--- src/verilog/mcu_bus_pkg.sv ---
package mcu_bus_pkg;

    // bus widths.
    typedef logic [31:0] bus_addr_t;
    typedef logic [31:0] bus_data_t;
    typedef logic [3:0] byte_wr_n_t;   // one active-low strobe per byte lane.
    typedef logic [4:0] region_t;
    typedef logic [31:0] usec_t;

    // the region code sits in the top address bits.
    localparam int REGION_MSB = 31;
    localparam int REGION_LSB = 27;

    localparam region_t REGION_RAM = 5'h02;
    localparam region_t REGION_TIME = 5'h1b;
    localparam region_t REGION_TIMER = 5'h1c;
    localparam region_t REGION_PORTS = 5'h1f;

    // 2k words of RAM.
    localparam int RAM_WORD_BITS = 11;
    localparam int RAM_WORDS = 1 << RAM_WORD_BITS;

    typedef logic [RAM_WORD_BITS-1:0] ram_addr_t;

    // clk cycles per microsecond tick.
    localparam int US_CYCLES = 8;
    localparam int PRESC_BITS = $clog2(US_CYCLES);

    typedef logic [PRESC_BITS-1:0] presc_t;

    localparam presc_t PRESC_LAST = presc_t'(US_CYCLES - 1);

    // registered request as seen by the devices.
    typedef struct packed {
        bus_addr_t addr;
        bus_data_t wdata;
        byte_wr_n_t wr_n;
        logic rd_n;
    } bus_req_t;

    // strobe-qualified device selects.
    // region holds the region of the most recent read.
    typedef struct packed {
        logic ram;
        logic time_ctr;
        logic timer;
        logic ports;
        region_t region;
    } dev_sel_t;

endpackage
--- src/verilog/bus_decoder.sv ---
`timescale 1ns/1ns

module bus_decoder (
    input  logic                   clk,
    input  logic                   rst_n,
    input  mcu_bus_pkg::bus_addr_t  addr,
    input  mcu_bus_pkg::bus_data_t  wdata,
    input  mcu_bus_pkg::byte_wr_n_t wr_n,
    input  logic                   rd_n,
    output mcu_bus_pkg::bus_req_t   req,
    output mcu_bus_pkg::dev_sel_t   sel
);
    import mcu_bus_pkg::*;

    region_t region;
    logic    active;

    assign region = addr[REGION_MSB:REGION_LSB];
    assign active = ~&wr_n | ~rd_n;   // any strobe low.

    always_ff @(posedge clk) begin
        if (!rst_n) begin
            req <= '{addr: '0, wdata: '0, wr_n: '1, rd_n: 1'b1};
        end else begin
            req <= '{addr: addr, wdata: wdata, wr_n: wr_n, rd_n: rd_n};
        end
    end

    always_ff @(posedge clk) begin
        if (!rst_n) begin
            sel <= '0;
        end else begin
            sel.ram      <= active && (region == REGION_RAM);
            sel.time_ctr <= active && (region == REGION_TIME);
            sel.timer    <= active && (region == REGION_TIMER);
            sel.ports    <= active && (region == REGION_PORTS);
            // the read mux follows the last read only.
            if (!rd_n) begin
                sel.region <= region;
            end
        end
    end

endmodule

--- config.mk ---
export PLATFORM = sky130hd
export DESIGN_NAME = bus_decoder
export DESIGN_NICKNAME = d
export VERILOG_FILES = /design/src/verilog/mcu_bus_pkg.sv /design/src/verilog/bus_decoder.sv
export SDC_FILE = /design/constraint.sdc
export NUM_CORES = 1
export LEC_CHECK = 0
export ABC_CLOCK_PERIOD_IN_PS = 1120
export BUFFER_PORTS_ARGS = -buffer_cell sky130_fd_sc_hd__buf_2
export CAP_MARGIN = 25
export CORE_MARGIN = 2
export CORE_UTILIZATION = 40
export CTS_CLUSTER_DIAMETER = 120
export DETAILED_ROUTE_END_ITERATION = 8
export GPL_ROUTABILITY_DRIVEN = 0
export PLACE_DENSITY = 0.78
export SYNTH_ARGS = -nofsm -noshare
export SYNTH_HDL_FRONTEND = slang
export SYNTH_SLANG_ARGS = --single-unit
--- constraint.sdc ---
create_clock -name clk -period 1.12 [get_ports clk]
set_input_delay 0.336 -clock clk [delete_from_list [all_inputs] [get_ports clk]]
set_output_delay 0.336 -clock clk [all_outputs]
set_load 0.05 [all_outputs]
==> results of run 1 <==
-- metrics by stage --
| stage | total power (µW) | cells | setup slack (ns) |
|---|---|---|---|
| floorplan | 3670 | 178 | 0.0928 |
| global placement | 3960 | 395 | -0.0117 |
| detailed placement | 3970 | 395 | -0.0314 |
| CTS | 6510 | 411 | -0.0673 |
| global route | 6760 | 413 | -0.0847 |
| finish | 6500 | 413 | -0.0530 |
-- synthesized netlist by cell type (all sizes together) --
library cell / count / share of area [%]
and2: 63 / 18
nand2b: 5 / 1.4
nor3: 2 / 0.69
nor2: 1 / 0.17
inv: 1 / 0.17
mux2i: 5 / 2.3
nor4: 2 / 0.86
nand2: 2 / 0.34
nor2b: 5 / 1.4
clkbuf: 7 / 1.2
nand3: 4 / 0.92
dfxtp: 78 / 71
or4: 1 / 0.52
buf: 2 / 0.46
-- layer usage --
| layer | track usage (%) | vias up |
|---|---|---|
| met5 | 0 | - |
| met4 | 11.6 | 0 |
| met3 | 4.42 | 12 |
| met2 | 36.6 | 79 |
| met1 | 18.5 | 815 |
| li1 | - | 866 |
-- sequential cells by signal, summed over array words and instances, names as in the netlist --
| signal | cells |
|---|---|
| sel | 9 |
| req | 69 |
-- power by group --
part	internal (µW)	leakage (µW)	switching [µW]
combinational	526	0.00111	692
sequential	2950	0.000668	85.5
clock	1320	0.000104	932
-- logic make-up (layout without fill, tap and decap cells) --
kind of cell | Yosys count | count (layout) | share of synthesized area, %
buf+inv | 10 | 175 | 1.83
simple gates | 85 | 85 | 24.4
mux | 5 | 5 | 2.29
flops | 78 | 78 | 71.4
-- final timing paths --
kind	endpoint	startpoint	slack [ns]
worst max register to register	sel[4]	sel[4]	0.32
worst max-delay path	sel[2]	sel[2]	-0.05
worst min register to register	sel[1]	sel[1]	0.54
worst min-delay path	req[28]	wdata[23]	0.20
-- area by class of cell --
class                      count  area [µm²]  share of cell area [%]
sequential                    78        1660                    40.9
timing repair buffer         158        1500                    37.1
multi-input combinational     90         584                    14.4
clock buffer                  13         149                    3.67
tap                           70        87.6                    2.16
clock inverter                 3        67.6                    1.67
inverter                       1        3.75                  0.0926
-- timing repair --
| action | CTS | global route |
|---|---|---|
| hold buffers | 0 | 0 |
| setup endpoints to repair | 78 | 78 |
| pin swaps | 0 | 0 |
| resized for setup | 270 | 14 |
| buffers inserted | 0 | 2 |
==> qor.txt, run 1 <==
STATUS
-------------------------------------------------------------------------------------------------
Status ............................................................................. finished, violations left
Failing checks ..................................................................... setup timing

CLOCKING
-------------------------------------------------------------------------------------------------
Clock tree from TritonCTS ..........................................................         done
Number of buffers added by the clock tree synthesis step ...........................            9
Clk buf depth ......................................................................            2
Clk_lat worst skew .................................................................      0.33 ns
Root buffer cell ................................................................... sky130_fd_sc_hd__clkbuf_8
CTS clock-pin slew for the worst setup and hold paths ..............................      0.08 ns
Number of H-tree levels ............................................................            3
Number of clock sinks ..............................................................           78

DIE
-------------------------------------------------------------------------------------------------
IO Count ...........................................................................          149
Horizontal die dimension ...........................................................      77.9 µm
Die height .........................................................................      77.9 µm
Number of standard-cell rows in the floorplan ......................................           26
Die area ...........................................................................  0.00607 mm²
Initial core utilization ...........................................................        42.0%
Core region area ...................................................................  0.00520 mm²

STA
-------------------------------------------------------------------------------------------------
Final setup TNS ....................................................................     -1.78 ns
Final hold viol count ..............................................................            0
Worst Hold Slack ...................................................................     0.202 ns
Highest attainable clock frequency .................................................      853 MHz
Worst-case clock skew ..............................................................         0 ns
Tightest slew margin relative to the limit .........................................        77.5%
Final worst-path cycle share .......................................................         105%
Pins Over Slew Limit ...............................................................            0
Slew at the pin with the worst max-slew slack ......................................     0.336 ns
Crit path time final ...............................................................      1.17 ns
# setup viols final ................................................................           78
Crit path setup slack, layout ......................................................   -0.0530 ns
RSZ-0062 raised after global routing ...............................................         true

SETUP PATH
-------------------------------------------------------------------------------------------------
Startpoint type of the worst setup path ............................................    flip-flop
Depth of the worst register-to-register path .......................................            3
Number of cells on the critical path ...............................................            1
Startpoint-to-endpoint class of the critical path ..................................   reg -> out
Max FO, Critical Path ..............................................................            2
Crit path buffers/inverters ........................................................            1
Cells along the critical path ......................................................        buf_8
Worst Setup End Kind ...............................................................  output port
Crit path required time ............................................................      0.78 ns
Arrival time reported for the critical path endpoint ...............................      0.84 ns
Largest stage delay on the critical path ...........................................      0.36 ns
Cell family contributing the most delay on the critical path .......................   flip-flops
Standard cell with the maximum stage delay on the critical path .................... sky130_fd_sc_hd__dfxtp_2

PWR
-------------------------------------------------------------------------------------------------
Leakage power ......................................................................   0.00188 µW
Largest voltage drop on the vdd net ................................................      1.07 mV
Cell Pwr Density ...................................................................  1600 mW/mm²

GLOBAL ROUTE
-------------------------------------------------------------------------------------------------
Number of antenna violations at the first check in global routing ..................            0
Overall track demand over capacity in global routing ...............................        19.2%
Wire length of the first global-routing pass .......................................      8780 µm
Leftover overflow at the end of global routing .....................................            0
Pin count of the biggest net entering global routing ...............................           60
Number of global-route vias before repair ..........................................        1,857

LAYOUT
-------------------------------------------------------------------------------------------------
Layout cells sized above 1 .........................................................        73.8%
Finished Core Util .................................................................        77.9%
Antenna fix cells ..................................................................            0
Final std cell area, no fill .......................................................  0.00406 mm²
Commonest non-fill, non-tap cell in the layout ..................................... sky130_fd_sc_hd__dfxtp_2
Nets ...............................................................................          409
Commonest cells after routing, fill and taps aside ................................. sky130_fd_sc_hd__dfxtp_2, sky130_fd_sc_hd__buf_2, sky130_fd_sc_hd__and2_1, sky130_fd_sc_hd__buf_8, sky130_fd_sc_hd__buf_6
Filler instances ...................................................................          302
P&R area growth vs syn .............................................................        85.5%

DRT
-------------------------------------------------------------------------------------------------
WL met1 ............................................................................      2090 µm
Routed length on met3 ..............................................................       314 µm
Number of optimization iterations in the first detailed-route pass .................            4
DRC ................................................................................            0
Antenna-violating nets left ........................................................            0
DR top layer .......................................................................         met4
Detailed-route wire length .........................................................      5810 µm
Detailed-route via count ...........................................................        1,772
Routed length on met2 ..............................................................      3290 µm
Violation count after the first detailed-routing iteration .........................           60
Post-DR wirelength/cell ............................................................      14.1 µm
Vias/cell ..........................................................................         4.29

SYNTHESIS
-------------------------------------------------------------------------------------------------
Number of distinct library cell variants in the gate-level netlist after synthesis .           17
Sequential element share of the synthesized area ...................................        71.4%
Gate Count Post-Synth ..............................................................          178
Number of synthesized register bits ................................................           78
Avg Cell Area, Syn .................................................................     12.3 µm²
Cell area after synthesis ..........................................................  0.00219 mm²
Net count of the mapped netlist ....................................................          249
Synthesis warning total ............................................................            0

FLOW RUN
-------------------------------------------------------------------------------------------------
Number of violations of the max-capacitance limit ..................................            0

PLACE
-------------------------------------------------------------------------------------------------
Placed instance area ...............................................................  0.00305 mm²
Count of port buffers added during placement .......................................          148
Post-DP HPWL .......................................................................      3590 µm

MIN PATH
-------------------------------------------------------------------------------------------------
Path type of the worst min-delay path ..............................................    in -> reg
Number of stages on the worst hold path ............................................            2

No activity file was read; power rests on OpenSTA's default activity.
==> run 2: changes to the inputs <==
Settings changed: PLACE_DENSITY 0.78 to 0.74.
==> run 2 against run 1 <==
Effect of this change:
- die area unchanged
- the run still ends with setup timing left
- highest routed layer unchanged
- design area up 0.62%
- power up 4.2%
- non-clock buffer count unchanged
==> qor.txt, run 2 (synthesized netlist as in run 1, its figures left out) <==
STATUS
---------------------------------------------------------------------------------
Status ............................................................. finished, violations left
Failing checks ..................................................... setup timing

DRT
---------------------------------------------------------------------------------
Post-DR wirelength/cell ............................................      14.2 µm
WL met1 ............................................................      1980 µm
Vias/cell ..........................................................         4.29
Routed length on met2 ..............................................      3260 µm
DR top layer .......................................................         met4
Antenna-violating nets left ........................................            0
Detailed-route wire length .........................................      5860 µm
Detailed-route via count ...........................................        1,770
DRC ................................................................            0
Violation count after the first detailed-routing iteration .........           31
Number of optimization iterations in the first detailed-route pass .            4
Routed length on met3 ..............................................       511 µm

STA
---------------------------------------------------------------------------------
Final hold viol count ..............................................            0
Slew at the pin with the worst max-slew slack ......................     0.334 ns
Final worst-path cycle share .......................................         105%
Crit path time final ...............................................      1.18 ns
Crit path setup slack, layout ......................................   -0.0571 ns
Pins Over Slew Limit ...............................................            0
Highest attainable clock frequency .................................      850 MHz
Worst Hold Slack ...................................................     0.192 ns
# setup viols final ................................................           78
Final setup TNS ....................................................     -2.35 ns
RSZ-0062 raised after global routing ...............................         true
Worst-case clock skew ..............................................         0 ns
Tightest slew margin relative to the limit .........................        77.7%

GLOBAL ROUTE
---------------------------------------------------------------------------------
Leftover overflow at the end of global routing .....................            0
Number of antenna violations at the first check in global routing ..            0
Number of global-route vias before repair ..........................        1,787
Wire length of the first global-routing pass .......................      8860 µm
Pin count of the biggest net entering global routing ...............           41
Overall track demand over capacity in global routing ...............        19.4%

DIE
---------------------------------------------------------------------------------
Horizontal die dimension ...........................................      77.9 µm
Die height .........................................................      77.9 µm
Core region area ...................................................  0.00520 mm²
Die area ...........................................................  0.00607 mm²
Number of standard-cell rows in the floorplan ......................           26
Initial core utilization ...........................................        42.0%
IO Count ...........................................................          149

SETUP PATH
---------------------------------------------------------------------------------
Launch instance of the worst register-to-register path .............       sel[4]
Cells along the critical path ......................................        buf_8
Arrival time reported for the critical path endpoint ...............      0.84 ns
Standard cell with the maximum stage delay on the critical path .... sky130_fd_sc_hd__dfxtp_2
Largest stage delay on the critical path ...........................      0.35 ns
Max FO, Critical Path ..............................................            2
Crit path required time ............................................      0.78 ns
Startpoint-to-endpoint class of the critical path ..................   reg -> out
Launching element of the worst setup path ..........................       sel[4]
Worst Setup End Kind ...............................................  output port
Cell family contributing the most delay on the critical path .......   flip-flops
Crit path buffers/inverters ........................................            1
Startpoint type of the worst setup path ............................    flip-flop
Worst-case register-to-register setup slack ........................      0.35 ns

LAYOUT
---------------------------------------------------------------------------------
Largest registers .................................................. req x69, sel x9
Register containing the most flip-flops in the final layout ........          req
P&R area growth vs syn .............................................        86.7%
Max reg flops ......................................................           69
Nets ...............................................................          409
Final std cell area, no fill .......................................  0.00408 mm²
Commonest cells after routing, fill and taps aside ................. sky130_fd_sc_hd__dfxtp_2, sky130_fd_sc_hd__buf_2, sky130_fd_sc_hd__and2_1, sky130_fd_sc_hd__buf_8, sky130_fd_sc_hd__buf_6
Antenna fix cells ..................................................            0
Filler instances ...................................................          318
Layout cells sized above 1 .........................................        74.6%
Commonest non-fill, non-tap cell in the layout ..................... sky130_fd_sc_hd__dfxtp_2

PLACE
---------------------------------------------------------------------------------
Count of port buffers added during placement .......................          148
Post-DP HPWL .......................................................      3660 µm
Placed instance area ...............................................  0.00305 mm²

FLOW RUN
---------------------------------------------------------------------------------
Number of violations of the max-capacitance limit ..................            0

PWR
---------------------------------------------------------------------------------
Cell Pwr Density ...................................................  1660 mW/mm²
Total Power ........................................................      6780 µW
Largest voltage drop on the vdd net ................................      1.12 mV
Leakage power ......................................................   0.00190 µW

CLOCKING
---------------------------------------------------------------------------------
Number of clock sinks ..............................................           78
Root buffer cell ................................................... sky130_fd_sc_hd__clkbuf_8
Clk_lat worst skew .................................................      0.34 ns
Hold Buf Count CTS .................................................            0
Number of buffers added by the clock tree synthesis step ...........            9
Clock tree from TritonCTS ..........................................         done
Clk buf depth ......................................................            2
CTS clock-pin slew for the worst setup and hold paths ..............      0.08 ns
Number of H-tree levels ............................................            3

MIN PATH
---------------------------------------------------------------------------------
Hold Crit Start ....................................................     wdata[2]
Path type of the worst min-delay path ..............................    in -> reg

-- run 2: cell count changes in the layout (fill, tap and decap cells not counted), sizes merged --
cell      delta
bufinv       +1
clkbuf       -3
clkinv       +3
clkinvlp     -1
-- run 2: final cells by class --
cell class	instances	area, µm²	share of cell area [%]
clock inverter	6	109	2.67
clock buffer	10	138	3.37
multi-input combinational	90	584	14.3
inverter	1	3.75	0.0920
timing repair buffer	158	1500	36.7
tap	70	87.6	2.15
sequential	78	1660	40.7
-- run 2: what timing repair did --
item,in CTS,in global routing
gates cloned,0,0
buffers inserted,0,1
setup endpoints to repair,78,78
resized for setup,277,9
-- run 2: through the flow --
step	setup WS (ns)	utilization [%]	instances
6_report	-0.0571	78.4	413
5_1_grt	-0.0910	78.4	413
4_1_cts	-0.0684	77.6	412
3_5_place_dp	-0.0217	58.5	396
3_3_place_gp	-0.0133	58.5	396
2_1_floorplan	0.0928	-	178
-- run 2: path summary, 6_finish.rpt --
check / end / cells past startpoint
worst max-delay path: sel[4] / 1
worst min-delay path: req[7] / 2
worst max register to register: sel[4] / 3
worst min register to register: sel[1] / 2
-- run 2: metal layers --
metal / global-route usage (%) / vias up
met5: 0 / -
met4: 8.60 / 0
met3: 7.67 / 8
met2: 35.7 / 87
met1: 19.0 / 807
li1: - / 868
-- run 2: power by group --
part           switching (µW)  internal, µW  total [µW]  leakage [µW]
combinational             688           523        1210       0.00111
sequential               85.9          2950        3030      0.000668
clock                     995          1540        2530      0.000126
==> run 3: changes to the inputs <==
Settings changed: RECOVER_POWER set to 25.
==> run 3 against run 2 <==
Effect of this change:
- the run still ends with setup timing left
- via count shrank 1.1%
- die area is the same
- non-clock buffer count did not move
- register-to-register slack barely moved
- global-route usage stayed put
- design area decreased by 0.31%
- critical path type unchanged
- largest power group unchanged
==> qor.txt, run 3 (synthesized netlist as in run 1, its figures left out) <==
STATUS
---------------------------------------------------------------------------------
Status ............................................................. finished, violations left
Failing checks ..................................................... setup timing

CLOCKING
---------------------------------------------------------------------------------
Clock tree from TritonCTS ..........................................         done
Clk_lat worst skew .................................................      0.34 ns
Root buffer cell ................................................... sky130_fd_sc_hd__clkbuf_8
CTS clock-pin slew for the worst setup and hold paths ..............      0.08 ns
Number of H-tree levels ............................................            3
Number of clock sinks ..............................................           78
Number of buffers added by the clock tree synthesis step ...........            9
Hold Buf Count CTS .................................................            0
Clk buf depth ......................................................            2

LAYOUT
---------------------------------------------------------------------------------
P&R area growth vs syn .............................................        86.1%
Area taken by multi-input logic gates ..............................      584 µm²
Largest registers .................................................. req x69, sel x9
Register containing the most flip-flops in the final layout ........          req
Commonest cells after routing, fill and taps aside ................. sky130_fd_sc_hd__dfxtp_2, sky130_fd_sc_hd__buf_2, sky130_fd_sc_hd__and2_1, sky130_fd_sc_hd__buf_8, sky130_fd_sc_hd__buf_6
Layout cells sized above 1 .........................................        73.5%
Max reg flops ......................................................           69
Final Non-Filler Cells .............................................          413
Antenna fix cells ..................................................            0
Nets ...............................................................          409
Register area ......................................................  0.00166 mm²
Filler instances ...................................................          320
Finished Core Util .................................................        78.1%
Commonest non-fill, non-tap cell in the layout ..................... sky130_fd_sc_hd__dfxtp_2

PWR
---------------------------------------------------------------------------------
Cell internal power dissipation ....................................      5000 µW
Combinational Power Share ..........................................        17.8%
Largest voltage drop on the vdd net ................................      1.11 mV
Leakage power ......................................................   0.00188 µW
Net switching fraction of the power ................................        26.2%
Total Power ........................................................      6770 µW
Net switching power ................................................      1770 µW
Clock share of power ...............................................        37.4%
Portion of total power attributed to sequential cells ..............        44.8%
Cell Pwr Density ...................................................  1660 mW/mm²

DIE
---------------------------------------------------------------------------------
Core region area ...................................................  0.00520 mm²
Die area ...........................................................  0.00607 mm²
Number of standard-cell rows in the floorplan ......................           26
Horizontal die dimension ...........................................      77.9 µm
IO Count ...........................................................          149
Die height .........................................................      77.9 µm
Initial core utilization ...........................................        42.0%

SETUP PATH
---------------------------------------------------------------------------------
Crit path required time ............................................      0.78 ns
Launching element of the worst setup path ..........................       sel[4]
Worst-case register-to-register setup slack ........................      0.35 ns
Worst reg2reg path endpoint ........................................       sel[4]
Worst setup path end ...............................................       sel[4]
Worst Setup End Kind ...............................................  output port
Startpoint type of the worst setup path ............................    flip-flop
Startpoint-to-endpoint class of the critical path ..................   reg -> out
Max FO, Critical Path ..............................................            2
Arrival time reported for the critical path endpoint ...............      0.84 ns
Crit path buffers/inverters ........................................            1
Cell family contributing the most delay on the critical path .......   flip-flops
Depth of the worst register-to-register path .......................            3
Standard cell with the maximum stage delay on the critical path .... sky130_fd_sc_hd__dfxtp_2
Largest stage delay on the critical path ...........................      0.36 ns
Cells along the critical path ......................................        buf_8
Number of cells on the critical path ...............................            1
Launch instance of the worst register-to-register path .............       sel[4]

DRT
---------------------------------------------------------------------------------
Violation count after the first detailed-routing iteration .........           34
Detailed-route via count ...........................................        1,751
Antenna-violating nets left ........................................            0
Vias/cell ..........................................................         4.24
DRC ................................................................            0
Detailed-route wire length .........................................      5860 µm
Post-DR wirelength/cell ............................................      14.2 µm
Number of optimization iterations in the first detailed-route pass .            4

STA
---------------------------------------------------------------------------------
Slew at the pin with the worst max-slew slack ......................     0.379 ns
RSZ-0062 raised after global routing ...............................         true
Worst-case clock skew ..............................................         0 ns
# setup viols final ................................................           78
Crit path time final ...............................................      1.18 ns
Highest attainable clock frequency .................................      848 MHz
Final worst-path cycle share .......................................         105%
Crit path setup slack, layout ......................................   -0.0592 ns
Pins Over Slew Limit ...............................................            0
Tightest slew margin relative to the limit .........................        74.7%
Worst Hold Slack ...................................................     0.197 ns
Final hold viol count ..............................................            0

PLACE
---------------------------------------------------------------------------------
Count of port buffers added during placement .......................          148
Total instance count after detailed placement ......................          396
Post-DP HPWL .......................................................      3660 µm
Worst setup slack after placement ..................................   -0.0217 ns

GLOBAL ROUTE
---------------------------------------------------------------------------------
Wire length of the first global-routing pass .......................      8860 µm
Overall track demand over capacity in global routing ...............        19.4%
Number of global-route vias before repair ..........................        1,787
Number of antenna violations at the first check in global routing ..            0
Leftover overflow at the end of global routing .....................            0
Pin count of the biggest net entering global routing ...............           41

MIN PATH
---------------------------------------------------------------------------------
Path type of the worst min-delay path ..............................    in -> reg

FLOW RUN
---------------------------------------------------------------------------------
Number of violations of the max-capacitance limit ..................            0

==> run 3: changes by cell type in the layout (fill, tap and decap cells not counted) <==
cell,change
sky130_fd_sc_hd__and2_0,+7
sky130_fd_sc_hd__and2_1,-7
sky130_fd_sc_hd__buf_2,-1
sky130_fd_sc_hd__buf_4,-3
sky130_fd_sc_hd__clkbuf_1,+4
==> run 3: per-stage QoR <==
stage               area [µm²]  TNS (ns)
floorplan                 2190         0
detailed placement        3050   -0.0217
global route              4070     -4.96
global placement          3050   -0.0133
CTS                       4040     -3.41
finish                    4070     -2.11
==> run 3: power by group through the flow <==
stage	Sequential [µW]	Combinational, µW	Clock, µW
final	3030	1200	2540
after floorplan	3530	135	0
after detailed placement	3010	959	0
after global routing	3040	1260	2730
after CTS	3020	1190	2580
after global placement	3010	952	0
==> run 3: worst min path at each step <==
stage             start       to  slack (ns)  cells past startpoint
3_5_place_dp     sel[4]   sel[4]        0.51                      2
2_1_floorplan  addr[27]   sel[6]        0.41                      1
6_report       wdata[2]   req[7]        0.20                      2
5_1_grt         addr[1]  req[38]        0.19                      2
3_3_place_gp     sel[3]   sel[3]        0.49                      2
4_1_cts        addr[18]  req[55]        0.18                      2
==> run 3: cell type report <==
cell class | instances | share of cell area [%]
inverters | 1 | 0.0923
clock buffers | 10 | 3.38
multi-input cells | 90 | 14.4
well taps | 70 | 2.15
flip-flops and latches | 78 | 40.8
repair buffers | 158 | 36.5
clock inverters | 6 | 2.68
==> run 3: layer usage <==
| layer | share of wire (%) | vias to the layer above | track usage (%) | wire, µm |
|---|---|---|---|---|
| li1 | - | 866 | - | - |
| met1 | 35 | 806 | 19.0 | 2030 |
| met2 | 56 | 75 | 35.7 | 3280 |
| met3 | 8.1 | 4 | 7.67 | 472 |
| met4 | 1.2 | 0 | 8.60 | 70 |
| met5 | 0 | - | 0 | 0 |
==> run 3: timing repair <==
item                       in CTS  in global routing
gates resized for setup       277                  9
hold endpoints to repair        0                  0
setup endpoints to repair      78                 78
buffers inserted                0                  1
